$ cat config.mk
export PLATFORM = sky130hd
export DESIGN_NAME = capture_counter
export DESIGN_NICKNAME = d
export VERILOG_FILES = /design/src/source/capture_pkg.sv /design/src/source/capture_counter.sv
export SDC_FILE = /design/constraint.sdc
export NUM_CORES = 1
export LEC_CHECK = 0
export BUFFER_PORTS_ARGS = -buffer_cell sky130_fd_sc_hd__buf_2
export CORE_AREA = 2 2 39 41
export DETAILED_ROUTE_END_ITERATION = 8
export DIE_AREA = 0 0 41 43
export GPL_TIMING_DRIVEN = 0
export PLACE_DENSITY = 0.7
export SLEW_MARGIN = 20
export SYNTH_ARGS = -nofsm -noshare
export SYNTH_HDL_FRONTEND = slang
export SYNTH_SLANG_ARGS = --single-unit
$ cat constraint.sdc
create_clock -name clk -period 1.85 [get_ports clk]
set_input_delay 0.0925 -clock clk [delete_from_list [all_inputs] [get_ports clk]]
set_output_delay 0.0925 -clock clk [all_outputs]
set_load 0.01 [all_outputs]
$ cat src/source/capture_pkg.sv
package capture_pkg;

    //====================================================================
    // Sizes
    //====================================================================

    // Stream and memory word
    localparam int DATA_WID = 32;

    // Packet memory, power of two so the last address is all ones
    localparam int MEM_DEPTH = 256;
    localparam int MEM_ADDR_WID = 8;

    // Metadata word carried alongside each packet
    localparam int META_WID = 32;

    // Register port address, top bit opens the memory window
    localparam int REG_ADDR_WID = 9;

    //====================================================================
    // Register map
    //====================================================================

    localparam logic [REG_ADDR_WID-1:0] REG_STATUS     = 9'd0;
    localparam logic [REG_ADDR_WID-1:0] REG_CONTROL    = 9'd1;
    localparam logic [REG_ADDR_WID-1:0] REG_MEM_SIZE   = 9'd2;
    localparam logic [REG_ADDR_WID-1:0] REG_META_WIDTH = 9'd3;
    localparam logic [REG_ADDR_WID-1:0] REG_PKT_WORDS  = 9'd4;
    localparam logic [REG_ADDR_WID-1:0] REG_PKT_META   = 9'd5;
    localparam logic [REG_ADDR_WID-1:0] REG_LAST_BYTES = 9'd6;

    // Memory words start here, word index in the low address bits
    localparam logic [REG_ADDR_WID-1:0] MEM_WINDOW_BASE = 9'd256;

    //====================================================================
    // Types
    //====================================================================

    // One stream beat, last_bytes of 0 means a full word
    typedef struct packed {
        logic                valid;
        logic                sop;
        logic                eop;
        logic [1:0]          last_bytes;
        logic [DATA_WID-1:0] data;
        logic [META_WID-1:0] meta;
    } packet_beat_t;

    // Register request, single-cycle strobes
    typedef struct packed {
        logic                    rd;
        logic                    wr;
        logic [REG_ADDR_WID-1:0] addr;
        logic [DATA_WID-1:0]     wdata;
    } reg_req_t;

    // Register response, one cycle after the read strobe
    typedef struct packed {
        logic                rd_valid;
        logic [DATA_WID-1:0] rdata;
    } reg_rsp_t;

    // Capture sequencing
    typedef enum logic [2:0] {
        INIT    = 3'd0,
        IDLE    = 3'd1,
        ARMED   = 3'd2,
        CAPTURE = 3'd3,
        DONE    = 3'd4
    } capture_state_t;

    // Ready sits in bit 0 so the STATUS word is this struct zero-extended
    typedef struct packed {
        logic truncated;
        logic done;
        logic armed;
        logic ready;
    } capture_status_t;

    // Software command pulses from CONTROL writes
    typedef struct packed {
        logic arm;
        logic clear;
    } ctrl_cmd_t;

endpackage

$ cat src/source/capture_counter.sv
`timescale 1ns/10ps

module capture_counter
(
    input  logic                                 clk,
    input  logic                                 rst_n,
    input  logic                                 count_clear,
    input  logic                                 count_step,
    output logic [capture_pkg::MEM_ADDR_WID-1:0] count,
    output logic                                 wrap
);

    //====================================================================
    // Word address counter
    //====================================================================

    // Memory depth is a power of two, last address is all ones
    assign wrap = &count;

    // Clear wins over step
    // Holds at the last address instead of rolling back to 0
    always_ff @(posedge clk or negedge rst_n)
    begin
        if (!rst_n)
        begin
            count <= '0;
        end
        else if (count_clear)
        begin
            count <= '0;
        end
        else if (count_step && !wrap)
        begin
            count <= count + 1'b1;
        end
    end

endmodule

**Yosys cells after proc, flatten, opt, wreduce, memory -nomap -nowiden**

Cells that the tools add are included.

- Word-level logic and storage cells: 8
- Output and inout bits: 9
- Flip-flop bits (word level): 8
- Input bits: 4

- Add/subtract/negate cells: 1
- Reduce and logical (&&, ||, !) cells: 4
- Multiplexer cells: 2

Operators with widths:

| cell | number |
|---|---|
| 8-bit two-way mux | 2 |
| 8-bit by 1-bit adder with 8-bit output (second input constant) | 1 |
| 8-bit AND reduction | 1 |
| 2-bit nonzero test | 1 |
| 1-bit logical AND | 1 |
| 1-bit zero test | 1 |

**Longest topological paths before layout**

- Depth after elaboration: 5
- Mapped depth: 4
- Depth with buffers taken out: 4

**Least setup slack after synthesis**

Ideal clock, no wire load.

- Kind: register to register
- Start point: reg count[0] (netlist bit)
- End point: reg count[0] (netlist bit)
- Arrival: 1.340 ns
- Stages on the path, launching flop included: 5
- Path buffers: 0
- Slack: 0.385 ns
- Required time: 1.725 ns
- Path through: dfrtp_1 -> ha_1 -> and4_4 -> a21boi_4 -> mux2_4

- Cells in the longest elaborated chain, start to end: 4
- Elaborated cells on any way between the ends: 7

Ends and longest elaborated chain:

| item | line | text |
|---|---|---|
| from (decl) | capture_counter.sv:9 | `output logic [capture_pkg::MEM_ADDR_WID-1:0] count,` |
| from (signal assigned) | capture_counter.sv:34 | `count <= count + 1'b1;` |
| branches (longest 4 deep; another with 8-bit by 1-bit adder with 8-bit output) | n/a |  |

Parallel ways; which one is timed is not known. The select of a mux whose other input is x is not followed.
A chain may end at the register's enable or synchronous reset.

**Worst setup path after layout**

- Start point: reg count[0] (netlist bit)
- End point: out wrap

- Cells in the longest elaborated chain, start to end: 1

Ends and longest elaborated chain:

| item | line | text |
|---|---|---|
| 8-bit AND reduction | capture_counter.sv:18 | `assign wrap = &count;` |
| to (decl) | capture_counter.sv:10 | `output logic wrap` |

No other way between the ends.

==> metrics.csv <==
stage,metric,value,unit
worst_hold_path,Hold Path Depth,2,
clocking,CTS tree,yes,
power,PwrDens,608,nW/um^2
global_route,initial antenna violation count,0,
drt,wire length per cell,12.4,um
yosys,"EDFF count, synth",0,
drt,DRT antenna net count,0,
worst_hold_path,Hold Path End,count[4]$_DFFE_PN0P_,
clocking,clk_lat worst skew,0.26,ns
die,die width,41,um
power,Static Leak,0.292,nW
place,IO Port Bufs,11,
clocking,CTS Buffer Depth,2,
worst_setup_path,WS Path Type,reg2out,
drt,initial DRC count,4,
run,Max Cap Viol,0,
cells_and_area,"Net count, final",67,
worst_setup_path,Critical Path Slowest Stage Cell,dfrtp_1,
place,post-DP HPWL,691,um
yosys,Synth Register Bits,8,
cells_and_area,layout cells sized above 1,36.7,%
die,# IOs,13,
worst_setup_path,crit-path cells,ha_1 -> and4_4 -> nand2_1 -> inv_1 -> buf_2,
global_route,pin count of the biggest net entering global routing,11,
clocking,TritonCTS Buffers,3,
cells_and_area,biggest regs,count: 8 flops,
cells_and_area,Layout fillers,148,
cells_and_area,Non-Filler Instances,76,
timing,Clock Skew,0.00746,ns
cells_and_area,max reg flops,8,
timing,Slew Limit Fails,0,
worst_setup_path,Worst R2R Path Depth,4,
yosys,syn nets,50,
place,dpl ws,0.354,ns
yosys,async set-reset flop share out of synthesis,100,%
drt,DRC,0,
timing,Fin Hold WS,0.0577,ns
yosys,Mapped Area,475,um^2
cells_and_area,Biggest register,count,
yosys,syn_area_per_cell,10.6,um^2
clocking,CTS sink count,8,
clocking,hold_buf cts,1,
yosys,"Primary FF master, synth",dfrtp_1,
cells_and_area,"commonest cells after routing, fill and taps aside","buf_2, dfrtp_1, a21oi_1",
worst_setup_path,critical path's top delay family,flip-flops,
timing,setup TNS,0,ns
timing,Relative slew margins,84.1,%
worst_hold_path,HP Class,in2reg,
global_route,total grt overflow,0,
timing,worst-margin pin slew,0.236,ns
die,Initial Utilization,34.4,%
timing,final-report hold violation count,0,
drt,WL final,940,um
worst_setup_path,Max stage delay on crit path,0.41,ns
worst_setup_path,crit path max fanout,6,
timing,Final WS setup,0.304,ns
timing,Setup-failing EPs final,0,
cells_and_area,antenna fix cells,0,
worst_setup_path,worst path buffer plus inverter count,2,
yosys,library cells used by synthesis,26,
die,Die ar.,1760,um^2
worst_setup_path,WP data arrival,1.45,ns
timing,Tcrit/Tclk final,83.6,%
worst_setup_path,endpoint class of the critical path,output pin,
worst_setup_path,R2R setup slack,0.36,ns
timing,Max Clk Rate,0.647,GHz
yosys,Synth Warn #,0,
run_status,status,finished clean,
worst_hold_path,Min-Delay Startpoint,count_clear,
clocking,clock root cell,clkbuf_4,
cells_and_area,area delta synth->final,22.6,%
place,dpl cells,72,
drt,Vias,404,
worst_setup_path,worst reg2reg endpoint,count[0]$_DFFE_PN0P_,
yosys,sequential element share of the synthesized area,42.1,%
drt,drt first pass iters,3,
clocking,"CTS clk-pin slew, worst paths",0.05,ns
cells_and_area,"most common cell after layout, fill and taps aside",buf_2,
worst_setup_path,CP Launch Type,register,
timing,min cycle time layout,1.55,ns
global_route,first-pass GRT wire length,1.54,mm
die,Chip Height,43,um
die,Core Area,1380,um^2
clocking,htree depth,1,
clocking,Post-CTS Repair Setup Buffers,0,
yosys,gate count of the mapped netlist,45,
timing,RSZ-0062 raised after global routing,no,
worst_setup_path,R2R Path Start,count[0]$_DFFE_PN0P_,
global_route,GR Util All Layers,14.0,%
place,gpl congestion,0.737,
clocking,post-CTS resize count,0,
worst_setup_path,CP Data Required Time,1.76,ns
drt,Vias/cell,5.32,
global_route,vias in the first global route,356,
power,Worst VDD drop,0.411,mV
die,site row count,14,
-- logic make-up (layout without fill, tap and decap cells) --
family	count (synthesis)	count (layout)	share of synthesized area, %
AO/OA/AOI/OAI	12	12	18.2
AND/OR/NAND/NOR	18	18	26.3
adder cells (fa/ha/maj)	1	1	2.63
flip-flops	8	8	42.1
multiplexers	2	2	5.26
buffers and inverters	4	19	5.53
-- cell usage after synthesis, drive strengths merged, types with 2 or more instances --
cell / count / share of area, %
a31oi: 2 / 2.6
a21oi: 5 / 5.3
nor3: 2 / 2.1
buf: 2 / 3.9
and4: 2 / 4.5
nand2b: 2 / 2.6
a211oi: 2 / 3.2
dfrtp: 8 / 42
and3: 2 / 3.9
nand2: 2 / 1.6
nand4: 3 / 3.9
inv: 2 / 1.6
-- how the worst max path moves through the flow --
stage	slack, ns	start	cells after the start	endpoint
after floorplan	0.39	count[0]$_DFFE_PN0P_	4	count[0]$_DFFE_PN0P_
after global placement	0.37	count[0]$_DFFE_PN0P_	4	count[0]$_DFFE_PN0P_
after detailed placement	0.35	count[0]$_DFFE_PN0P_	4	count[0]$_DFFE_PN0P_
after CTS	0.30	count[0]$_DFFE_PN0P_	5	wrap
after global routing	0.21	count[0]$_DFFE_PN0P_	5	wrap
final	0.30	count[0]$_DFFE_PN0P_	5	wrap
-- routing by layer --
layer  part of all wire [%]  up-vias  track usage, %  routed length [um]
li1                       -      207               -                   -
met1                     44      180            16.1                 417
met2                     44       13            18.8                 412
met3                    7.8        4            7.85                  73
met4                    3.8        0            10.0                  36
met5                      0        -               0                   0
-- power breakdown --
group	switching (W)	internal [W]
clock	0.0000610	0.0000743
combinational	0.0000164	0.0000177
sequential	0.00000561	0.000179
total	0.0000830	0.000271
-- through the flow --
step           cell area [um^2]  utilization, %  total power, W
5_1_grt                     583            42.1        0.000373
4_1_cts                     583            42.1        0.000361
3_5_place_dp                551            39.8        0.000221
2_1_floorplan               475               -        0.000207
3_3_place_gp                551            39.8        0.000221
6_report                    583            42.1        0.000354
-- area by class of cell --
class	instances	area [um^2]	share of cell area, %
Sequential cell	8	200	34.3
Inverter	2	7.51	1.29
Buffer	2	18.8	3.22
Clock buffer	3	22.5	3.86
Timing Repair Buffer	12	65.1	11.2
Multi-Input combinational cell	33	249	42.7
Tap cell	16	20.0	3.43
No activity file was read; power rests on OpenSTA's default activity.
