**src/source/capture_pkg.sv**
```systemverilog
package capture_pkg;

    //====================================================================
    // Sizes
    //====================================================================

    // Stream and memory word
    localparam int DATA_WID = 32;

    // Packet memory, power of two so the last address is all ones
    localparam int MEM_DEPTH = 256;
    localparam int MEM_ADDR_WID = 8;

    // Metadata word carried alongside each packet
    localparam int META_WID = 32;

    // Register port address, top bit opens the memory window
    localparam int REG_ADDR_WID = 9;

    //====================================================================
    // Register map
    //====================================================================

    localparam logic [REG_ADDR_WID-1:0] REG_STATUS     = 9'd0;
    localparam logic [REG_ADDR_WID-1:0] REG_CONTROL    = 9'd1;
    localparam logic [REG_ADDR_WID-1:0] REG_MEM_SIZE   = 9'd2;
    localparam logic [REG_ADDR_WID-1:0] REG_META_WIDTH = 9'd3;
    localparam logic [REG_ADDR_WID-1:0] REG_PKT_WORDS  = 9'd4;
    localparam logic [REG_ADDR_WID-1:0] REG_PKT_META   = 9'd5;
    localparam logic [REG_ADDR_WID-1:0] REG_LAST_BYTES = 9'd6;

    // Memory words start here, word index in the low address bits
    localparam logic [REG_ADDR_WID-1:0] MEM_WINDOW_BASE = 9'd256;

    //====================================================================
    // Types
    //====================================================================

    // One stream beat, last_bytes of 0 means a full word
    typedef struct packed {
        logic                valid;
        logic                sop;
        logic                eop;
        logic [1:0]          last_bytes;
        logic [DATA_WID-1:0] data;
        logic [META_WID-1:0] meta;
    } packet_beat_t;

    // Register request, single-cycle strobes
    typedef struct packed {
        logic                    rd;
        logic                    wr;
        logic [REG_ADDR_WID-1:0] addr;
        logic [DATA_WID-1:0]     wdata;
    } reg_req_t;

    // Register response, one cycle after the read strobe
    typedef struct packed {
        logic                rd_valid;
        logic [DATA_WID-1:0] rdata;
    } reg_rsp_t;

    // Capture sequencing
    typedef enum logic [2:0] {
        INIT    = 3'd0,
        IDLE    = 3'd1,
        ARMED   = 3'd2,
        CAPTURE = 3'd3,
        DONE    = 3'd4
    } capture_state_t;

    // Ready sits in bit 0 so the STATUS word is this struct zero-extended
    typedef struct packed {
        logic truncated;
        logic done;
        logic armed;
        logic ready;
    } capture_status_t;

    // Software command pulses from CONTROL writes
    typedef struct packed {
        logic arm;
        logic clear;
    } ctrl_cmd_t;

endpackage

```
**src/source/capture_fsm.sv**
```systemverilog
`timescale 1ns/10ps

module capture_fsm
(
    input  logic                                clk,
    input  logic                                rst_n,
    input  logic                                en,
    input  capture_pkg::packet_beat_t           beat,
    input  capture_pkg::ctrl_cmd_t              cmd,
    input  logic                                wrap,
    input  logic [capture_pkg::MEM_ADDR_WID-1:0] count,
    output logic                                count_clear,
    output logic                                count_step,
    output logic                                mem_we,
    output capture_pkg::capture_status_t        status,
    output logic [capture_pkg::MEM_ADDR_WID:0]  pkt_words,
    output logic [capture_pkg::META_WID-1:0]    pkt_meta,
    output logic [1:0]                          last_bytes
);

    capture_pkg::capture_state_t state;
    capture_pkg::capture_state_t state_d;

    logic start;       // First beat of a packet accepted while armed
    logic last;        // End of the packet being captured
    logic go_idle;     // Software releases a finished capture
    logic full;        // Last memory address already holds a word
    logic trunc_flag;

    //====================================================================
    // Beat qualification
    //====================================================================

    // Only a fresh sop with en high opens a capture
    assign start = (state == capture_pkg::ARMED) && beat.valid && beat.sop && en;

    // Single-word packet ends in the same beat it starts
    assign last = (start && beat.eop)
        || ((state == capture_pkg::CAPTURE) && beat.valid && beat.eop);

    assign go_idle = (state == capture_pkg::DONE) && cmd.clear;

    //====================================================================
    // Next state and memory / counter controls
    //====================================================================

    always_comb
    begin
        state_d = state;
        mem_we = 1'b0;
        case (state)
            capture_pkg::INIT:
            begin
                // Zero sweep, one word per cycle
                mem_we = 1'b1;
                if (wrap)
                begin
                    state_d = capture_pkg::IDLE;
                end
            end
            capture_pkg::IDLE:
            begin
                if (cmd.arm)
                begin
                    state_d = capture_pkg::ARMED;
                end
            end
            capture_pkg::ARMED:
            begin
                mem_we = start;
                if (start)
                begin
                    state_d = beat.eop ? capture_pkg::DONE : capture_pkg::CAPTURE;
                end
                else if (cmd.clear)
                begin
                    state_d = capture_pkg::IDLE;   // disarm
                end
            end
            capture_pkg::CAPTURE:
            begin
                // Overflow words are dropped, no back-pressure exists
                mem_we = beat.valid && !full;
                if (last)
                begin
                    state_d = capture_pkg::DONE;
                end
            end
            capture_pkg::DONE:
            begin
                if (cmd.clear)
                begin
                    state_d = capture_pkg::IDLE;
                end
            end
            default:
            begin
                state_d = capture_pkg::INIT;
            end
        endcase
    end

    // Counter advances with every write and saturates at the last address
    assign count_step = mem_we;

    // Parked at 0 in IDLE, also reset at the end of the sweep
    assign count_clear = (state == capture_pkg::IDLE)
        || ((state == capture_pkg::INIT) && wrap);

    //====================================================================
    // State, overflow tracking and result
    //====================================================================

    always_ff @(posedge clk or negedge rst_n)
    begin
        if (!rst_n)
        begin
            state <= capture_pkg::INIT;
            full <= 1'b0;
            trunc_flag <= 1'b0;
            pkt_words <= '0;
            pkt_meta <= '0;
            last_bytes <= '0;
        end
        else
        begin
            state <= state_d;

            // Cleared between captures
            if (state == capture_pkg::IDLE)
            begin
                full <= 1'b0;
            end
            else if (mem_we && wrap && (state != capture_pkg::INIT))
            begin
                full <= 1'b1;
            end

            if (go_idle)
            begin
                trunc_flag <= 1'b0;
            end
            else if ((state == capture_pkg::CAPTURE) && beat.valid && full)
            begin
                trunc_flag <= 1'b1;
            end

            if (go_idle)
            begin
                pkt_words <= '0;
                pkt_meta <= '0;
                last_bytes <= '0;
            end
            else if (last)
            begin
                // Saturated count plus one gives MEM_DEPTH on overflow
                pkt_words <= {1'b0, count} + 1'b1;
                pkt_meta <= beat.meta;
                last_bytes <= beat.last_bytes;
            end
        end
    end

    // Status decoded from state
    assign status.ready = (state != capture_pkg::INIT);
    assign status.armed = (state == capture_pkg::ARMED) || (state == capture_pkg::CAPTURE);
    assign status.done = (state == capture_pkg::DONE);
    assign status.truncated = trunc_flag;

endmodule

```
**config.mk**
```make
export PLATFORM = sky130hd
export DESIGN_NAME = capture_fsm
export DESIGN_NICKNAME = d
export VERILOG_FILES = /design/src/source/capture_pkg.sv /design/src/source/capture_fsm.sv
export SDC_FILE = /design/constraint.sdc
export NUM_CORES = 1
export LEC_CHECK = 0
export ABC_AREA = 1
export BUFFER_PORTS_ARGS = -buffer_cell sky130_fd_sc_hd__buf_2
export CORE_MARGIN = 2
export CORE_UTILIZATION = 48
export CTS_BUF_LIST = sky130_fd_sc_hd__clkbuf_16
export DETAILED_ROUTE_END_ITERATION = 7
export PLACE_DENSITY = 0.93
export SYNTH_ARGS = -nofsm -noshare
export SYNTH_HDL_FRONTEND = slang
export SYNTH_SLANG_ARGS = --single-unit
```
**constraint.sdc**
```tcl
create_clock -name clk -period 2.6 [get_ports clk]
set_input_delay 0 -clock clk [delete_from_list [all_inputs] [get_ports clk]]
set_output_delay 0 -clock clk [all_outputs]
set_load 0.02 [all_outputs]
```
Word level (Yosys, flattened, before mapping)

Index checks and enable logic that the tools add are counted.

Add/subtract/negate cells: 1
Equal/unequal tests: 7
Muxes and demuxes: 18
Reduce and logical (&&, ||, !) cells: 22

Operators by type and width:

| cell                  | number |
|---|---|
| $mux W32              | 2 |
| $mux W3               | 6 |
| $mux W9               | 2 |
| $pmux W3 S5           | 1 |
| $logic_and A1 B1 Y1   | 12 |
| $add A8 B1 Y9 const B | 1 |
| $eq A3 B2 Y1 const B  | 2 |
| $ne A2 B2 Y1 const B  | 3 |
| $reduce_bool A2 Y1    | 3 |
| $mux W1               | 4 |
| $mux W2               | 2 |
| $eq A3 B1 Y1 const B  | 1 |
| $eq A3 B3 Y1 const B  | 1 |
| $logic_not A3 Y1      | 1 |
| $logic_or A1 B1 Y1    | 3 |
| $pmux W1 S3           | 1 |
| $reduce_and A3 Y1     | 1 |
| $reduce_bool A3 Y1    | 1 |
| $logic_not A1 Y1      | 1 |

Register bits: 48
Input bits: 83
Output and inout bits: 50
Logic and storage cells: 54

Logic depth before layout (Yosys ltp)

Depth after elaboration: 9
Depth in mapped cells: 9
Depth with buffers taken out: 9

Worst setup path before layout

OpenSTA, ideal clock, no wires.

Kind: reg2reg
Start point: register state[0]
End point: register pkt_meta[19] (netlist name)
Setup time: 118 ps
Arrival time: 1276 ps
Data required time: 2482 ps
Slack: 1206 ps
Stages on the path, launching flop included: 7
Path buffers: 2
Period minus slack after synthesis: 1394 ps
Cell sequence: dfrtp_1 buf_6 nor3_4 nand2_4 buf_6 nand4_1 nand2_1

RTL lines:

| element                | RTL line           | RTL |
|---|---|---|
| start, declared        | capture_fsm.sv:21  | `capture_pkg::capture_state_t state;` |
| start signal, assigned | capture_fsm.sv:118 | `state <= capture_pkg::INIT;` |
| start signal, assigned | capture_fsm.sv:127 | `state <= state_d;` |
| end signal, assigned   | capture_fsm.sv:158 | `pkt_meta <= beat.meta;` |
| end, declared          | capture_fsm.sv:17  | `output logic [capture_pkg::META_WID-1:0] pkt_meta,` |

Final worst setup path

Start point: register state[0]
End point: register pkt_words[5] (netlist name)

Word-level cells in the longest chain between the ends: 7
Elaborated cells on any way between the ends: 13
Classes of those cells: 3 x eq/ne; 1 x mux; 9 x reduce/logical

Ends and longest elaborated chain:

| element                          | RTL line           | RTL |
|---|---|---|
| $eq A3 B2 Y1                     | capture_fsm.sv:35  | `assign start = (state == capture_pkg::ARMED) && beat.valid && beat.sop && en;` |
| $logic_and A1 B1 Y1 (3 in a row) | capture_fsm.sv:35  |  |
| $logic_and A1 B1 Y1              | capture_fsm.sv:38  | `assign last = (start && beat.eop)` |
| $logic_or A1 B1 Y1               | capture_fsm.sv:39  | `\|\| ((state == capture_pkg::CAPTURE) && beat.valid && beat.eop);` |
| $reduce_bool A2 Y1 (no line)     | n/a                |  |
| end signal, assigned             | capture_fsm.sv:157 | `pkt_words <= {1'b0, count} + 1'b1;` |
| end, declared                    | capture_fsm.sv:16  | `output logic [capture_pkg::MEM_ADDR_WID:0] pkt_words,` |

Parallel ways exist; a longest one is shown, timed or not.
A chain may end at the register's enable or synchronous reset.

==> impl_summary.md <==
STA
The worst setup slack after layout is 0.583 ns. Setup repair after global routing left no endpoint under its margin. The minimum clock period is 2.02 ns. The slew at the pin with the worst max-slew slack is 1.04 ns. The worst-case headroom to the max-slew limit is 0.307. Summed over all failing endpoints, the final setup total negative slack is 0 ns. The final number of hold-violating endpoints was 0. The achievable clock frequency is 496 MHz.

The ratio of final minimum period to clock period is 0.776. The number of max-slew violations in the final report is 0. The clock skew is 0.00488 ns.

The count of final setup violators is 0.

Clock network
For this design, the CTS-stage hold fixing added 38 buffers. The tree is rooted in a sky130_fd_sc_hd__clkbuf_16. The clock tree from TritonCTS is built. The clock transition time at the flip-flop clock pins of the worst setup and hold paths is 0.06 ns. Counting the buffers created by CTS gives 5.

The post-CTS setup buffer count is 0. Post-CTS repair changed the size of 0 cells. The level count of the clock H-tree is 2.

The clock drives 48 sinks. The insertion delay to the later sink of the worst-skew pair is 0.28 ns. In this run the deepest clock path goes through 2 buffers.

Die
The count of boundary I/O pins is 133. The floorplan has 25 rows. The die width is 75.0 µm. The die covers 5620 µm².

For this configuration, the core starts out at a cell density of 0.505. The placeable core region is 4790 µm². The die is 75.0 µm tall.

Yosys
The cell count after synthesis came out at 283. The share of the Yosys chip area taken by registers is 0.497. The mapped netlist covers 2420 µm². During synthesis, Yosys emitted a total of 0 warnings. When the netlist entered floorplanning its net count stood at 367. The area share of the largest cell type after synthesis is 0.497.

The average footprint of a synthesized cell is 8.54 µm². The flop and latch count out of synthesis is 48. The distinct cell type count of the synthesized netlist is 22. By area the synthesized netlist is led by sky130_fd_sc_hd__dfrtp_1 50%, sky130_fd_sc_hd__nand2_1 17%, sky130_fd_sc_hd__nand4_1 11%. Of all cell types, the one taking the most synthesized area is sky130_fd_sc_hd__dfrtp_1.

Global routing
The global-route wire length before repair is 10500 µm. Entering global routing, the biggest net connects 49 pins. The global-route total usage across every layer is 0.247.

The number of antenna violations at the first check in global routing is 0. The number of global-route vias before repair is 2390. For this run the aggregate overflow at the end of global routing stands at 0.

Final layout
The repair_antennas step left the layout with diodes totalling 0. The fraction of final layout cells with drive strength greater than 1 is 0.291. With fillers left out, the area of the finished cells amounts to 3360 µm².

For this run, the share of the core covered by cells in the final layout is 0.702. The top cell types in the final layout, fill and taps aside, are 110 x sky130_fd_sc_hd__nand2_1, 100 x sky130_fd_sc_hd__buf_2, 48 x sky130_fd_sc_hd__dfrtp_1, 44 x sky130_fd_sc_hd__nand4_1, 38 x sky130_fd_sc_hd__dlygate4sd3_1. From synthesis to final layout, the design area changed by 38.9%. The most common cell after layout, fill and taps aside is sky130_fd_sc_hd__nand2_1. In the final design database the tool counted 493 nets.

Placed design
The weighted congestion at the end of routability-driven global placement is 0.903. The post-detailed-placement cell area is 2850 µm². Timing analysis after detailed placement gives a worst setup slack of 0.631 ns.

The half-perimeter wire length of the detailed placement result is 4020 µm. The count of input and output buffers is 100.

Power and ir drop
The reported leakage power is 1.91 nW. The peak supply drop is 0.000558 V. The power per unit of standard cell area is 979 nW/µm². After layout, the design draws a total of 3.29 mW.

Job
The max-cap check violation count is 0.

Min path
The type of the most critical hold path is in -> reg. The hold path depth is 4. The startpoint identified for the worst hold timing path is count[2]. The worst hold path terminates at pkt_words[2].

Detailed routing
The via count normalized by instance count is 5.15. The first-pass detailed-route iteration total is 4. The detailed-route wire length per cell is 13.9 µm. Once detail routing completed, the nets flagged for antenna violations numbered 0. The total wirelength of the detailed-routed design is 6620 µm. In the routed design, unresolved DRC markers number 0. After the first detailed-routing iteration, the DRC count stood at 167. The detailed-route via count is 2453.

Run status
The run finished with clean final reports.

Worst setup path
For this run, the slowest stage of the critical path takes 0.61 ns. The startpoint class of the critical path is a flip-flop. The source of the worst register-to-register timing path is state[0].

The signal on the critical path passes through nand3_4, nor2_4, nand2_4, nand2_4, nand3_1, nand2_1. STA puts the critical path data arrival time at 2.23 ns. The endpoint identified for the worst register-to-register timing path is pkt_words[5].

The element type at the critical path end is a flip-flop. The cell with the largest stage delay on the worst path is sky130_fd_sc_hd__dfrtp_1. The largest fanout of any net on the critical path is 44.

The register-to-register path setup slack is 0.58 ns. The worst register-to-register path has a depth of 6. For the worst setup path, the data required time is 2.81 ns. The path type of the worst setup path is reg -> reg. The cell that appears most often on the critical path is sky130_fd_sc_hd__nand2_4.
critical path: cells and delay by family, from the launching register on:
family | cells | cell delay, ns
AND/OR/NAND/NOR | 6 | 1.27
flip-flops | 1 | 0.61
metrics by stage:
step | std cells | hold slack [ns]
global route | 476 | 0.0674
floorplan | 283 | -0.296
finish | 476 | 0.0432
CTS | 476 | 0.0339
detailed placement | 431 | 0.207
global placement | 431 | 0.200
flip-flops by register name, summed over array words and instances, names as in the netlist:
| name | cells |
|---|---|
| pkt_words | 9 |
| last_bytes | 2 |
| full | 1 |
| state | 3 |
| trunc_flag | 1 |
| pkt_meta | 32 |
cells by family after synthesis:
family,Yosys count,share of synthesized area
AOI/OAI and AO/OA,10,0.0207
DFF,48,0.497
and+or+nand+nor,187,0.381
xor gates and xnor gates,1,0.00362
buffers and inverters,36,0.0927
adders and majority gates,1,0.00518
synthesized netlist by cell type, drive strengths merged:
| cell | number |
|---|---|
| xor2 | 1 |
| nand3b | 2 |
| nor2 | 13 |
| nor3 | 2 |
| inv | 16 |
| dfrtp | 48 |
| nand2 | 114 |
| nand4 | 44 |
| buf | 20 |
| ha | 1 |
| o21ai | 5 |
| nand3 | 12 |
| a21oi | 5 |
how the worst max path moves through the flow:
stage | startpoint | to | slack (ns)
2_1_floorplan | state[0] | pkt_meta[19] | 1.21
3_3_place_gp | state[0] | pkt_words[5] | 0.71
3_5_place_dp | state[0] | pkt_words[5] | 0.63
4_1_cts | state[0] | pkt_words[5] | 0.62
5_1_grt | state[0] | pkt_words[5] | 0.42
6_report | state[0] | pkt_words[5] | 0.58
power by group:
group	leakage [nW]	internal (mW)	switching (mW)
clock	0.0648	0.344	0.236
combinational	1.22	0.518	0.943
sequential	0.620	1.04	0.207
total	1.91	1.90	1.39
layout make-up:
type,count,area (µm²)
Tap cell,67,83.8
Multi-Input combinational cell,199,992
Sequential cell,48,1200
Timing Repair Buffer,139,888
Clock buffer,5,125
Fill cell,371,1430
Inverter,16,60.1
Clock inverter,2,7.51
per-layer routing:
| metal | GRT usage | up-vias | wire [µm] |
|---|---|---|---|
| li1 | - | 1194 | - |
| met3 | 0.0348 | 17 | 305 |
| met4 | 0.101 | 0 | 157 |
| met2 | 0.471 | 96 | 3650 |
| met1 | 0.273 | 1146 | 2510 |
| met5 | 0 | - | 0 |
No activity file was read; power rests on OpenSTA's default activity.
