File: src/source/capture_pkg.sv
package capture_pkg;

    //====================================================================
    // Sizes
    //====================================================================

    // Stream and memory word
    localparam int DATA_WID = 32;

    // Packet memory, power of two so the last address is all ones
    localparam int MEM_DEPTH = 256;
    localparam int MEM_ADDR_WID = 8;

    // Metadata word carried alongside each packet
    localparam int META_WID = 32;

    // Register port address, top bit opens the memory window
    localparam int REG_ADDR_WID = 9;

    //====================================================================
    // Register map
    //====================================================================

    localparam logic [REG_ADDR_WID-1:0] REG_STATUS     = 9'd0;
    localparam logic [REG_ADDR_WID-1:0] REG_CONTROL    = 9'd1;
    localparam logic [REG_ADDR_WID-1:0] REG_MEM_SIZE   = 9'd2;
    localparam logic [REG_ADDR_WID-1:0] REG_META_WIDTH = 9'd3;
    localparam logic [REG_ADDR_WID-1:0] REG_PKT_WORDS  = 9'd4;
    localparam logic [REG_ADDR_WID-1:0] REG_PKT_META   = 9'd5;
    localparam logic [REG_ADDR_WID-1:0] REG_LAST_BYTES = 9'd6;

    // Memory words start here, word index in the low address bits
    localparam logic [REG_ADDR_WID-1:0] MEM_WINDOW_BASE = 9'd256;

    //====================================================================
    // Types
    //====================================================================

    // One stream beat, last_bytes of 0 means a full word
    typedef struct packed {
        logic                valid;
        logic                sop;
        logic                eop;
        logic [1:0]          last_bytes;
        logic [DATA_WID-1:0] data;
        logic [META_WID-1:0] meta;
    } packet_beat_t;

    // Register request, single-cycle strobes
    typedef struct packed {
        logic                    rd;
        logic                    wr;
        logic [REG_ADDR_WID-1:0] addr;
        logic [DATA_WID-1:0]     wdata;
    } reg_req_t;

    // Register response, one cycle after the read strobe
    typedef struct packed {
        logic                rd_valid;
        logic [DATA_WID-1:0] rdata;
    } reg_rsp_t;

    // Capture sequencing
    typedef enum logic [2:0] {
        INIT    = 3'd0,
        IDLE    = 3'd1,
        ARMED   = 3'd2,
        CAPTURE = 3'd3,
        DONE    = 3'd4
    } capture_state_t;

    // Ready sits in bit 0 so the STATUS word is this struct zero-extended
    typedef struct packed {
        logic truncated;
        logic done;
        logic armed;
        logic ready;
    } capture_status_t;

    // Software command pulses from CONTROL writes
    typedef struct packed {
        logic arm;
        logic clear;
    } ctrl_cmd_t;

endpackage

File: src/source/capture_regs.sv
`timescale 1ns/10ps

module capture_regs
(
    input  logic                                 clk,
    input  logic                                 rst_n,
    input  capture_pkg::reg_req_t                req,
    output capture_pkg::reg_rsp_t                rsp,
    output capture_pkg::ctrl_cmd_t               cmd,
    input  capture_pkg::capture_status_t         status,
    input  logic [capture_pkg::MEM_ADDR_WID:0]   pkt_words,
    input  logic [capture_pkg::META_WID-1:0]     pkt_meta,
    input  logic [1:0]                           last_bytes,
    output logic [capture_pkg::MEM_ADDR_WID-1:0] mem_raddr,
    input  logic [capture_pkg::DATA_WID-1:0]     mem_rdata
);

    logic                             ctrl_wr;
    logic                             mem_sel;
    logic [capture_pkg::DATA_WID-1:0] reg_rdata_d;
    logic [capture_pkg::DATA_WID-1:0] reg_rdata_q;
    logic                             mem_sel_q;
    logic                             rd_valid_q;

    //====================================================================
    // Write decode
    //====================================================================

    assign ctrl_wr = req.wr && (req.addr == capture_pkg::REG_CONTROL);

    // Pulses reach the FSM in the strobe cycle
    assign cmd.arm = ctrl_wr && req.wdata[0];
    assign cmd.clear = ctrl_wr && req.wdata[1];

    //====================================================================
    // Read path
    //====================================================================

    assign mem_sel = (req.addr >= capture_pkg::MEM_WINDOW_BASE);

    // Memory registers this address itself, lines up with reg_rdata_q
    assign mem_raddr = req.addr[capture_pkg::MEM_ADDR_WID-1:0];

    always_comb
    begin
        reg_rdata_d = '0;
        case (req.addr)
            capture_pkg::REG_STATUS:
            begin
                reg_rdata_d[$bits(capture_pkg::capture_status_t)-1:0] = status;
            end
            capture_pkg::REG_MEM_SIZE:
            begin
                // Size in bytes
                reg_rdata_d = capture_pkg::MEM_DEPTH * (capture_pkg::DATA_WID / 8);
            end
            capture_pkg::REG_META_WIDTH:
            begin
                reg_rdata_d = capture_pkg::META_WID;
            end
            capture_pkg::REG_PKT_WORDS:
            begin
                reg_rdata_d[capture_pkg::MEM_ADDR_WID:0] = pkt_words;
            end
            capture_pkg::REG_PKT_META:
            begin
                reg_rdata_d = pkt_meta;
            end
            capture_pkg::REG_LAST_BYTES:
            begin
                reg_rdata_d[1:0] = last_bytes;
            end
            default:
            begin
                // CONTROL and unmapped addresses read 0
                reg_rdata_d = '0;
            end
        endcase
    end

    // Read data word, captured on the strobe only
    always_ff @(posedge clk)
    begin
        if (req.rd)
        begin
            reg_rdata_q <= reg_rdata_d;
        end
    end

    // Reads during the zero sweep get no answer
    always_ff @(posedge clk or negedge rst_n)
    begin
        if (!rst_n)
        begin
            rd_valid_q <= 1'b0;
            mem_sel_q <= 1'b0;
        end
        else
        begin
            rd_valid_q <= req.rd && status.ready;
            if (req.rd)
            begin
                mem_sel_q <= mem_sel;
            end
        end
    end

    assign rsp.rd_valid = rd_valid_q;
    assign rsp.rdata = mem_sel_q ? mem_rdata : reg_rdata_q;

endmodule

File: config.mk
export PLATFORM = sky130hd
export DESIGN_NAME = capture_regs
export DESIGN_NICKNAME = d
export VERILOG_FILES = /design/src/source/capture_pkg.sv /design/src/source/capture_regs.sv
export SDC_FILE = /design/constraint.sdc
export NUM_CORES = 1
export LEC_CHECK = 0
export BUFFER_PORTS_ARGS = -buffer_cell sky130_fd_sc_hd__buf_2
export CORE_ASPECT_RATIO = 0.5
export CORE_MARGIN = 2
export CORE_UTILIZATION = 39
export CTS_CLUSTER_SIZE = 12
export DETAILED_ROUTE_END_ITERATION = 10
export PLACE_DENSITY = 0.81
export SYNTH_ARGS = -nofsm -noshare
export SYNTH_HDL_FRONTEND = slang
export SYNTH_SLANG_ARGS = --single-unit
File: constraint.sdc
create_clock -name clk -period 1.9 [get_ports clk]
set_input_delay 0.19 -clock clk [delete_from_list [all_inputs] [get_ports clk]]
set_output_delay 0.19 -clock clk [all_outputs]
set_load 0.01 [all_outputs]
## Word-level counts from Yosys, hierarchy flattened

Cells that the tools add are included.
W data, S select, Z words.

- Register bits: 34
- Input bits: 124
- Output and inout port bits: 43
- Word-level logic and storage cells: 20

- $lt $le $gt $ge: 1
- Equal/unequal tests: 6
- Mux-type cells: 5
- Reductions and logical operators: 5

Operators with widths:

| kind | count |
|---|---|
| $pmux W23 S2 | 1 |
| $mux W32 | 1 |
| $eq A9 B3 Y1 const B | 3 |
| $eq A9 B2 Y1 const B | 2 |
| $pmux W5 S3 | 1 |
| $eq A9 B1 Y1 const B | 1 |
| $ge A9 B9 Y1 const B | 1 |
| $logic_not A9 Y1 | 1 |
| $pmux W2 S4 | 1 |
| $pmux W2 S3 | 1 |
| $logic_and A1 B1 Y1 | 4 |

## Logic depth before layout (Yosys ltp)

Gate-level depths: netlist of run 1.

- Depth after elaboration: 3
- Depth in mapped cells: 5
- Mapped depth without buffers: 3

## Least setup slack after synthesis of run 1

Ideal clock, no wire load.

- Path kind: input -> register
- From: input req[37] (netlist bit)
- To: register reg_rdata_q[16] (netlist bit), data pin
- Library setup time: 0.129 ns
- Arrival time: 1.317 ns
- Slack: 0.455 ns
- Stages: 4
- Path buffers: 1
- Cell sequence: or4_4 -> nor4b_4 -> buf_6 -> and2_2

- Cells in the longest elaborated chain, start to end: 2

Ends and longest elaborated chain:

| what | line | RTL |
|---|---|---|
| start: declaration | capture_regs.sv:7 | `input capture_pkg::reg_req_t req,` |
| $eq A9 B3 Y1 / $eq A9 B2 Y1 (equally long branches) | capture_regs.sv:47 | `case (req.addr)` |
| $pmux W23 S2 (*) | capture_regs.sv:47 |  |
| via reg_rdata_d (one bit) | capture_regs.sv:20 | `logic [capture_pkg::DATA_WID-1:0] reg_rdata_d;` |
| end signal: assignment | capture_regs.sv:86 | `reg_rdata_q <= reg_rdata_d;` |
| end: declaration | capture_regs.sv:21 | `logic [capture_pkg::DATA_WID-1:0] reg_rdata_q;` |

The timed path passes the listed nets; every way through them passes the cells marked *.
A chain may end at the register's enable or synchronous reset.

==> summary.md, run 1 <==
| Metric | Value |
|---|---|
| Status | `finished, final reports clean` |
| Setup crit end kind | `primary output` |
| First-pass GRT wire length | `approximately 6.8 mm` |
| Post-Synthesis Cells | `154` |
| CTS tree | `yes` |
| Critical Path Start Type | `flip-flop` |
| Post-layout util | `0.564` |
| Sinks on Clock Net | `34` |
| Post-synth top flop | `edfxtp_1` |
| #FFs+latches synth | `34` |
| CP Max Fanout | `17` |
| TritonRoute pass-1 iters | `4` |
| Mapped cell area | `1970 um^2` |
| Hpwl dp | `between 3 and 4 mm` |
| Syn Area/Cell | `~13 um^2` |
| Critical Path RT | `between 1.5 and 2 ns` |
| Post-DR wirelength/cell | `roughly 13 um` |
| I/O Pins | `about 170` |
| Root buf cell | `clkbuf_8` |
| Top post-synthesis cells by count | `mux2_2 (33), edfxtp_1 (32), and2_1 (14)` |
| Post-synth EDFFs | `32` |
| Gr usage total | `0.155` |
| Core area | `4910 um^2` |
| Hold Path Class | `in -> reg` |
| DR iter-0 viols | `66` |
| Layout area overhead | `40.4%` |
| Fill cells | `425` |
| Antenna Nets Post-Route | `0` |
| Number of global-route vias before repair | `1586` |
| Cells after DPL | `347` |
| Mapped Nets | `about 280` |
| Worst-path cell chain | `buf_4 -> mux2_2 -> buf_2` |
| CTS buffer count | `5` |
| Starting density of the core | `0.402` |
| DRC viols | `0` |
| Ratio of final minimum period to clock period | `0.822` |
| Die width | `105 um` |
| Cell taking the most area after synthesis | `edfxtp_1` |
| Share of cells above drive strength 1 | `0.678` |
| CTS clk-pin slew, worst paths | `about 0.06 ns` |
| Port Buffers | `136` |
| Pin count of the biggest net entering global routing | `23` |
| Vias/cell | `approximately 4.6` |
| Area taken by multi-input logic gates | `840 um^2` |
| Reg area | `1010 um^2` |
| Slew @ Worst Pin | `~0.39 ns` |
| # resized after CTS | `0` |
| Seq/Total Area, Yosys | `0.512` |
| Crit-path max cell delay | `around 0.37 ns` |
| Critical setup path kind | `reg -> out` |
| Final setup TNS | `0 ns` |
| Hold_ws | `0.136 ns` |
| Leak Pwr | `~0.0013 uW` |
| Clock network latency to the later pin of the worst-skew pair | `about 0.27 ns` |
| Slew Limit Fails | `0` |
| Max-cap violations | `0` |
| Via count | `between 1.5k and 2k` |
| Dominant cells by area after synthesis | `edfxtp_1 (49%), mux2_2 (19%), mux2i_1 (4.6%)` |
| CTS Buffer Depth | `2` |
| Setup violators final | `0` |
| N_diodes | `0` |
| Routed WL | `between 4 and 5 mm` |
| Final min period | `1.56 ns` |
| Netlist cell types | `24` |
| Post-synth top area share | `0.487` |
| Global route overflow | `0` |
| Peak VDD IR | `0.373 mV` |
| Clock Skew | `0 ns` |
| FFs w/ async S/R, synth | `0.0588` |
| CTS H-tree lvls | `2` |
| Die Area | `about 5700 um^2` |
| Hold Violations, Final | `0` |
| Initial antenna violation count | `0` |
| Worst path slowest cell | `mux2_2` |
| Final cell count without fillers | `roughly 360` |
| RSZ-0062 raised after global routing | `false` |
| Max-slew headroom | `0.742` |
| RD Place Congestion | `about 0.75` |
| Top-count cell post-synth | `mux2_2` |
| Nets@finish | `about 410` |
| Pwr Density | `about 640 nW/um^2` |
| Cell row count | `18` |
| Yosys warns | `0` |
| Critical Path AT | `around 1.4 ns` |
| Die Span Y | `approximately 54 um` |
| Top achievable clock speed | `roughly 640 MHz` |
==> metal layers <==
layer | routed length, um | track usage | up-vias
li1 | - | - | 813
met3 | 269 | 0.0429 | 8
met4 | 74 | 0.0511 | 0
met1 | 1700 | 0.147 | 751
met5 | 0 | 0 | -
met2 | 2710 | 0.339 | 55
==> final cells by class <==
type / count / area share
Clock inverter: 2 / 0.00316
Tap cell: 70 / 0.0316
Multi-Input combinational cell: 100 / 0.303
Sequential cell: 34 / 0.365
Clock buffer: 6 / 0.0262
Inverter: 1 / 0.00135
Timing Repair Buffer: 143 / 0.270
==> power by group <==
group	internal [uW]	total (uW)	switching, uW
logic	224	405	181
clock network	252	493	242
registers	856	867	11.2
==> stage by stage <==
| stage | instance area [um^2] | setup WS, ns | power [uW] |
|---|---|---|---|
| after detailed placement | 2680 | 0.256 | 1290 |
| after global placement | 2680 | 0.264 | 1280 |
| after floorplan | 1970 | 0.455 | 1090 |
| after global routing | 2770 | 0.290 | 1840 |
| final | 2770 | 0.339 | 1770 |
| after CTS | 2770 | 0.323 | 1780 |
==> kinds of logic after synthesis <==
| family | Yosys count | synth area share |
|---|---|---|
| AOI/OAI and AO/OA | 6 | 0.0196 |
| muxes | 42 | 0.234 |
| DFF | 34 | 0.512 |
| and+or+nand+nor | 52 | 0.172 |
| buffers and inverters | 20 | 0.0627 |
==> worst paths after layout <==
| path | from | end | slack, ns | cells past startpoint |
|---|---|---|---|---|
| max | mem_sel_q | rsp[12] | 0.34 | 3 |
| min | status[0] | rd_valid_q | 0.14 | 2 |
| max reg2reg | mem_sel_q | mem_sel_q | 0.94 | 2 |
| min reg2reg | mem_sel_q | mem_sel_q | 0.80 | 2 |
| max in group asynchronous | rst_n | mem_sel_q | 1.55 | 2 |
| min in group asynchronous | rst_n | rd_valid_q | 0.25 | 2 |
==> critical path, delay by kind of cell (launching register included) <==
| family | cells | cell delay, ns |
|---|---|---|
| muxes | 1 | 0.37 |
| buffers and inverters | 2 | 0.39 |
| DFF | 1 | 0.34 |
==> state kept, by name, summed over array words and instances, names as in the netlist <==
name / count
rd_valid_q: 1
mem_sel_q: 1
reg_rdata_q: 32
==> timing repair <==
item / CTS / global route
hold buffers: 1 / 0
endpoints found under the hold margin: 2 / 0
setup buffers: 0 / 0
==> placed cells by master (no fill, tap or decap), types with 3 or more instances in the layout <==
| master | instances |
|---|---|
| or3_1 | 3 |
| mux2i_1 | 9 |
| edfxtp_1 | 32 |
| buf_2 | 136 |
| clkbuf_8 | 5 |
| a31oi_1 | 3 |
| buf_4 | 5 |
| nand3_1 | 7 |
| and2_1 | 14 |
| and3_1 | 3 |
| nor2_1 | 6 |
| and2_2 | 9 |
| mux2_2 | 33 |
(Power assumes the default switching activity.)
==> run 2: changes to the inputs <==
CORE_UTILIZATION = 35   (was 39)
PLACE_DENSITY = 0.77   (was 0.81)
clock period = 1.26 ns   (was 1.9 ns; I/O delays follow)
==> run 2 against run 1 <==
The run now ends with setup timing left; non-clock buffer count rose by 11; final cell count increased by 3.9%; critical endpoint is now rsp[6]; sequential power is 51% higher; via count increased by 7.9%; highest routed layer unchanged.
==> summary.md, run 2 (synthesis gave the netlist of run 1 again) <==
| Metric | Value |
|---|---|
| Worst path slowest cell | `dfrtp_2` |
| Die Area | `between 6000 and 7000 um^2` |
| Setup violators final | `56` |
| Ratio of final minimum period to clock period | `1.20` |
| Status | `finished with violations` |
| Share of cells above drive strength 1 | `0.734` |
| CTS buffer count | `5` |
| Most common cell after layout, fill and taps aside | `buf_2` |
| Reg-to-Reg End | `mem_sel_q` |
| Number of global-route vias before repair | `between 1.5k and 2k` |
| Critical setup path kind | `reg -> out` |
| Vias/cell | `4.75` |
| Critical Path Start Type | `flip-flop` |
| Buf/Inv on CP | `3` |
| Slew @ Worst Pin | `approximately 0.28 ns` |
| FF-to-FF Start | `mem_sel_q` |
| Top achievable clock speed | `between 600 and 700 MHz` |
| Sinks on Clock Net | `34` |
| Gr usage total | `0.161` |
| Pin count of the biggest net entering global routing | `23` |
| Clock Power Share | `0.344` |
| Core area | `around 5500 um^2` |
| CP endpoint | `rsp[6]` |
| Largest regs | `reg_rdata_q: 32 flops, mem_sel_q: 1 flops, rd_valid_q: 1 flops` |
| Hold Violations, Final | `0` |
| Max-cap violations | `0` |
| First-pass GRT wire length | `roughly 8 mm` |
| RSZ-0062 raised after global routing | `true` |
| Hpwl dp | `approximately 3.9 mm` |
| Combinational fraction of design power | `0.252` |
| Die Span Y | `57.1 um` |
| Layout area overhead | `64.6%` |
| Worst-path cell chain | `buf_12 -> clkbuf_16 -> mux2_2 -> buf_6` |
| Final min period | `1.51 ns` |
| Post-DP Area | `~2700 um^2` |
| Critical path's top delay family | `flip-flops` |
| Design area | `between 3000 and 4000 um^2` |
| Leak Pwr | `0.00147 uW` |
| RD Place Congestion | `a little over 0.8` |
| Clock network latency to the later pin of the worst-skew pair | `approximately 0.27 ns` |
| Critical Path AT | `~1.4 ns` |
| Max reg flops | `32` |
| Failing checks | `setup timing` |
| Antenna Nets Post-Route | `0` |
| Starting density of the core | `0.361` |
| Largest Register | `reg_rdata_q` |
| Post-DR wirelength/cell | `~15 um` |
| CTS H-tree lvls | `2` |
| I/O Pins | `167` |
| Setup slack, reg-to-reg | `0.31 ns` |
| Sequential fraction of design power | `0.404` |
| Global route overflow | `0` |
| DR iter-0 viols | `between 40 and 50` |
| N_diodes | `0` |
| Cell row count | `19` |
| Worst setup slack after layout | `-0.249 ns` |
| Power Internal | `2510 uW` |
| Switching fraction of total power | `0.229` |
| CTS clk-pin slew, worst paths | `about 0.05 ns` |
| Crit path depth | `4` |
| Die width | `~110 um` |
| Critical Path RT | `1.13 ns` |
| Crit-path max cell delay | `0.42 ns` |
| Worst R2R Path Depth | `2` |
| Port Buffers | `about 140` |
| Pwr Density | `1000 nW/um^2` |
| Max-slew headroom | `0.815` |
| Most frequent cells in the layout | `buf_2 (107), mux2_2 (32), buf_6 (32), edfxtp_1 (32), and2_4 (17)` |
| Slew Limit Fails | `0` |
| Via count | `between 1.5k and 2k` |
| TritonRoute pass-1 iters | `4` |
| Pre-CTS setup slack | `-0.322 ns` |
| Peak VDD IR | `approximately 0.57 mV` |
| CP Max Fanout | `8` |
| Hold Path Class | `in -> reg` |
| Root buf cell | `clkbuf_16` |
| Setup crit end kind | `primary output` |
| CTS Buffer Depth | `2` |
| Crit path launch | `mem_sel_q` |
| DRC viols | `0` |
| Routed WL | `about 5.6 mm` |
| Nets@finish | `between 400 and 500` |
| CTS tree | `yes` |
| Initial antenna violation count | `0` |
| Clock Skew | `0 ns` |
| Sw Pwr | `about 740 uW` |
==> run 2: worst reg2reg max path, stage by stage (launching register included) <==
cell and delay (ns):
dfrtp_2 0.42, buf_6 0.15, mux2_2 0.26
==> run 2: layer usage <==
metal,up-vias,part of all wire,global-route usage
li1,841,-,-
met1,848,0.37,0.177
met2,59,0.56,0.312
met3,8,0.054,0.0331
met4,0,0.017,0.0482
met5,-,0,0
==> run 2: final cells by class <==
type | count | area, um^2
multi-input combinational | 100 | 892
tap | 73 | 91.3
timing repair buffer | 154 | 1110
inverter | 1 | 3.75
sequential | 34 | 1010
clock buffer | 6 | 129
fill | 415 | 2220
clock inverter | 2 | 8.76
==> run 2: stage by stage <==
step	hold WS, ns	TNS [ns]	power (uW)	std cells	util
after floorplan	-0.170	-2.68	1650	154	-
after detailed placement	-0.0824	-9.11	1970	354	0.501
after CTS	0.0805	-8.19	3240	366	0.567
final	0.0817	-8.46	3260	370	0.595
after global placement	-0.0836	-7.94	1960	354	0.501
after global routing	0.0936	-10.46	3380	370	0.595
==> run 2: worst min-delay path by stage <==
| stage | from | end | slack, ns | cells past startpoint |
|---|---|---|---|---|
| after global placement | rst_n | rd_valid_q | -0.08 | 1 |
| after floorplan | rst_n | mem_sel_q | -0.17 | 0 |
| after CTS | status[0] | rd_valid_q | 0.08 | 2 |
| after detailed placement | rst_n | rd_valid_q | -0.08 | 1 |
| final | status[0] | rd_valid_q | 0.08 | 2 |
| after global routing | status[0] | rd_valid_q | 0.09 | 2 |
==> run 2: what timing repair did <==
action	4_1_cts	5_1_grt
resized for setup	28	29
hold buffers	1	0
pin swaps	1	8
setup buffers	2	1
endpoints found under the hold margin	2	0
endpoints found under the setup margin	56	62
cloned	1	4
==> run 2: power groups by stage <==
stage / Combinational [uW] / Sequential, uW / Clock (uW)
finish: 820 / 1310 / 1120
global route: 877 / 1320 / 1180
CTS: 794 / 1310 / 1130
detailed placement: 636 / 1340 / 0
global placement: 621 / 1340 / 0
floorplan: 323 / 1320 / 0
==> run 3: changes to the inputs <==
ABC_AREA = 1   (was default)
==> run 3 against run 2 <==
The flow still finishes with violations (setup timing); worst hold slack improved by 0.0031 ns; sequential power hardly changed; critical path depth increased by 1; sequential share of layout area up 3.1 points; clock skew unchanged; utilization down 5.8 points; largest cell class is now flip-flops and latches; largest power group unchanged.
==> summary.md, run 3 <==
| Metric | Value |
|---|---|
| Number of global-route vias before repair | `1847` |
| Critical Path RT | `~1.1 ns` |
| N_diodes | `0` |
| Die Area | `6390 um^2` |
| Pwr Total | `between 3000 and 4000 uW` |
| Hold Path Class | `in -> reg` |
| Vias/cell | `about 4.2` |
| Status | `finished with violations` |
| Ratio of final minimum period to clock period | `1.03` |
| Layout area overhead | `47.3%` |
| Critical setup path kind | `reg -> out` |
| Hold Crit Endpoint | `rd_valid_q` |
| CTS clk-pin slew, worst paths | `0.05 ns` |
| Hold Violations, Final | `0` |
| Pwr Density | `just over 1000 nW/um^2` |
| Most frequent cells in the layout | `buf_2 (136), nand2_1 (119), inv_1 (32), edfxtp_1 (32), nand3_1 (29)` |
| Worst path slowest cell | `dfrtp_1` |
| Post-DP Area | `2790 um^2` |
| Final min period | `1.29 ns` |
| Antenna Nets Post-Route | `0` |
| Reg-to-Reg End | `mem_sel_q` |
| FF-to-FF Start | `mem_sel_q` |
| First-pass GRT wire length | `around 7.7 mm` |
| Hold_ws | `between 0.08 and 0.09 ns` |
| Sinks on Clock Net | `34` |
| Slew @ Worst Pin | `0.542 ns` |
| Setup slack, reg-to-reg | `approximately 0.4 ns` |
| Cell row count | `19` |
| Crit-path max cell delay | `0.40 ns` |
| Critical Path Start Type | `flip-flop` |
| Layer with the highest usage | `met2` |
| Top post-synthesis cells by count | `nand2_1 (119), inv_1 (33), edfxtp_1 (32), nand3_1 (29), nor2_1 (28)` |
| DR iter-0 viols | `between 70 and 80` |
| Die Span Y | `~58 um` |
| Gr usage total | `0.151` |
| Most used cell, CP | `nand2_1` |
| Initial antenna violation count | `0` |
| RSZ-0062 raised after global routing | `true` |
| Buf/Inv on CP | `3` |
| Post-DR wirelength/cell | `between 10 and 15 um` |
| Pin count of the biggest net entering global routing | `36` |
| Post-synth top area share | `0.479` |
| TritonRoute pass-1 iters | `4` |
| Netlist cell types | `14` |
| Nets@finish | `531` |
| Routed WL | `a little under 5 mm` |
| Setup violators final | `32` |
| Global route overflow | `0` |
| #FFs+latches synth | `34` |
| Cell taking the most area after synthesis | `edfxtp_1` |
| Post-Synthesis Cells | `271` |
| Worst-path cell chain | `inv_2 -> buf_12 -> nand2_1 -> nand2_1 -> buf_2` |
| Root buf cell | `clkbuf_16` |
| CP Max Fanout | `20` |
| DRC viols | `0` |
| Worst R2R Path Depth | `3` |
| Syn Area/Cell | `7.41 um^2` |
| Largest Register | `reg_rdata_q` |
| CTS H-tree lvls | `2` |
| Worst Hold Launch | `status[0]` |
| Top-count cell post-synth | `nand2_1` |
| Cells after DPL | `472` |
| Post-synth top flop | `edfxtp_1` |
| Critical path's top delay family | `flip-flops` |
| I/O Pins | `167` |
| Crit path depth | `5` |
| Met2 usage | `0.292` |
| Slew Limit Fails | `0` |
| Share of cells above drive strength 1 | `0.397` |
| Setup crit end kind | `primary output` |
| Seq/Total Area, Yosys | `0.504` |
| Clock Skew | `0 ns` |
| Leak Pwr | `approximately 0.0017 uW` |
| Setup Fix Bufs, Post-CTS | `0` |
| Max reg flops | `32` |
| RD Place Congestion | `between 0.7 and 0.8` |
| Core area | `around 5500 um^2` |
| CTS buffer count | `5` |
| Final cell count without fillers | `approximately 480` |
| GR met1 Demand/Resource | `0.181` |
| Clock network latency to the later pin of the worst-skew pair | `0.27 ns` |
| Most common cell after layout, fill and taps aside | `buf_2` |
| FFs w/ async S/R, synth | `0.0588` |
| Mapped Nets | `just under 400` |
| Hold depth | `3` |
| Mapped cell area | `around 2000 um^2` |
| Design area | `just under 3000 um^2` |
| Top achievable clock speed | `~770 MHz` |
| Hpwl dp | `slightly below 4 mm` |
| Post-synth EDFFs | `32` |
| Failing checks | `setup timing` |
| Max-cap violations | `0` |
| Peak VDD IR | `roughly 0.56 mV` |
| Die width | `approximately 110 um` |
| Critical Path AT | `roughly 1.2 ns` |
| Yosys warns | `0` |
| Dominant cells by area after synthesis | `edfxtp_1 (48%), nand2_1 (22%), nand3_1 (7.2%)` |
| Via count | `~2.0k` |
| Grt met3 use | `0.0244` |
| Port Buffers | `about 140` |
| Largest regs | `reg_rdata_q: 32 flops, mem_sel_q: 1 flops, rd_valid_q: 1 flops` |
| Pre-CTS setup slack | `-0.124 ns` |
| CTS tree | `yes` |
| Starting density of the core | `0.364` |
| CTS Buffer Depth | `2` |
| Max-slew headroom | `0.639` |
| Worst setup slack after layout | `-0.0328 ns` |
[run 3: timing repair]
action                                  4_1_cts  5_1_grt
resized for setup                             1        6
endpoints found under the setup margin       32       34
endpoints found under the hold margin         2        0
hold buffers                                  1        0
pin swaps                                     0        0
[run 3: cells by family (layout without fill, tap and decap cells)]
kind of cell	count (synthesis)	after routing	share of synthesized area
and+or+nand+nor	181	181	0.365
buffers and inverters	55	192	0.128
DFF	34	34	0.504
AOI/OAI and AO/OA	1	1	0.00249
[run 3: power by group]
group	leakage [uW]	switching [uW]	internal, uW
Combinational	0.00128	325	288
Clock	0.0000652	388	733
Sequential	0.000329	18.3	1290
[run 3: per-stage QoR]
stage / TNS [ns] / util
floorplan: 0 / -
global placement: -0.169 / 0.505
detailed placement: -0.511 / 0.505
CTS: -1.55 / 0.533
global route: -2.51 / 0.536
finish: -0.472 / 0.536
[run 3: how the worst max path moves through the flow]
stage,to,from
6_report,rsp[10],mem_sel_q
5_1_grt,rsp[11],mem_sel_q
4_1_cts,rsp[3],mem_sel_q
3_5_place_dp,reg_rdata_q[0],req[33]
3_3_place_gp,reg_rdata_q[2],req[33]
2_1_floorplan,rsp[10],mem_sel_q
[run 3: cell type report]
class	count	area (um^2)
Fill cell	545	2560
Tap cell	73	91.3
Sequential cell	34	1010
Timing Repair Buffer	151	853
Multi-Input combinational cell	182	741
Inverter	33	124
Clock buffer	8	136
[run 3: per-layer routing]
layer  vias to the layer above  wire (um)  share of wire
met3                         2        185          0.037
met5                         -          0              0
met4                         0         19         0.0038
met1                       875       2170           0.44
li1                       1098          -              -
met2                        47       2590           0.52
[run 3: worst register-to-register path, cell delays in order (launching register included)]
cell	delay, ns
dfrtp_1	0.40
inv_2	0.10
buf_12	0.15
o21ai_0	0.08
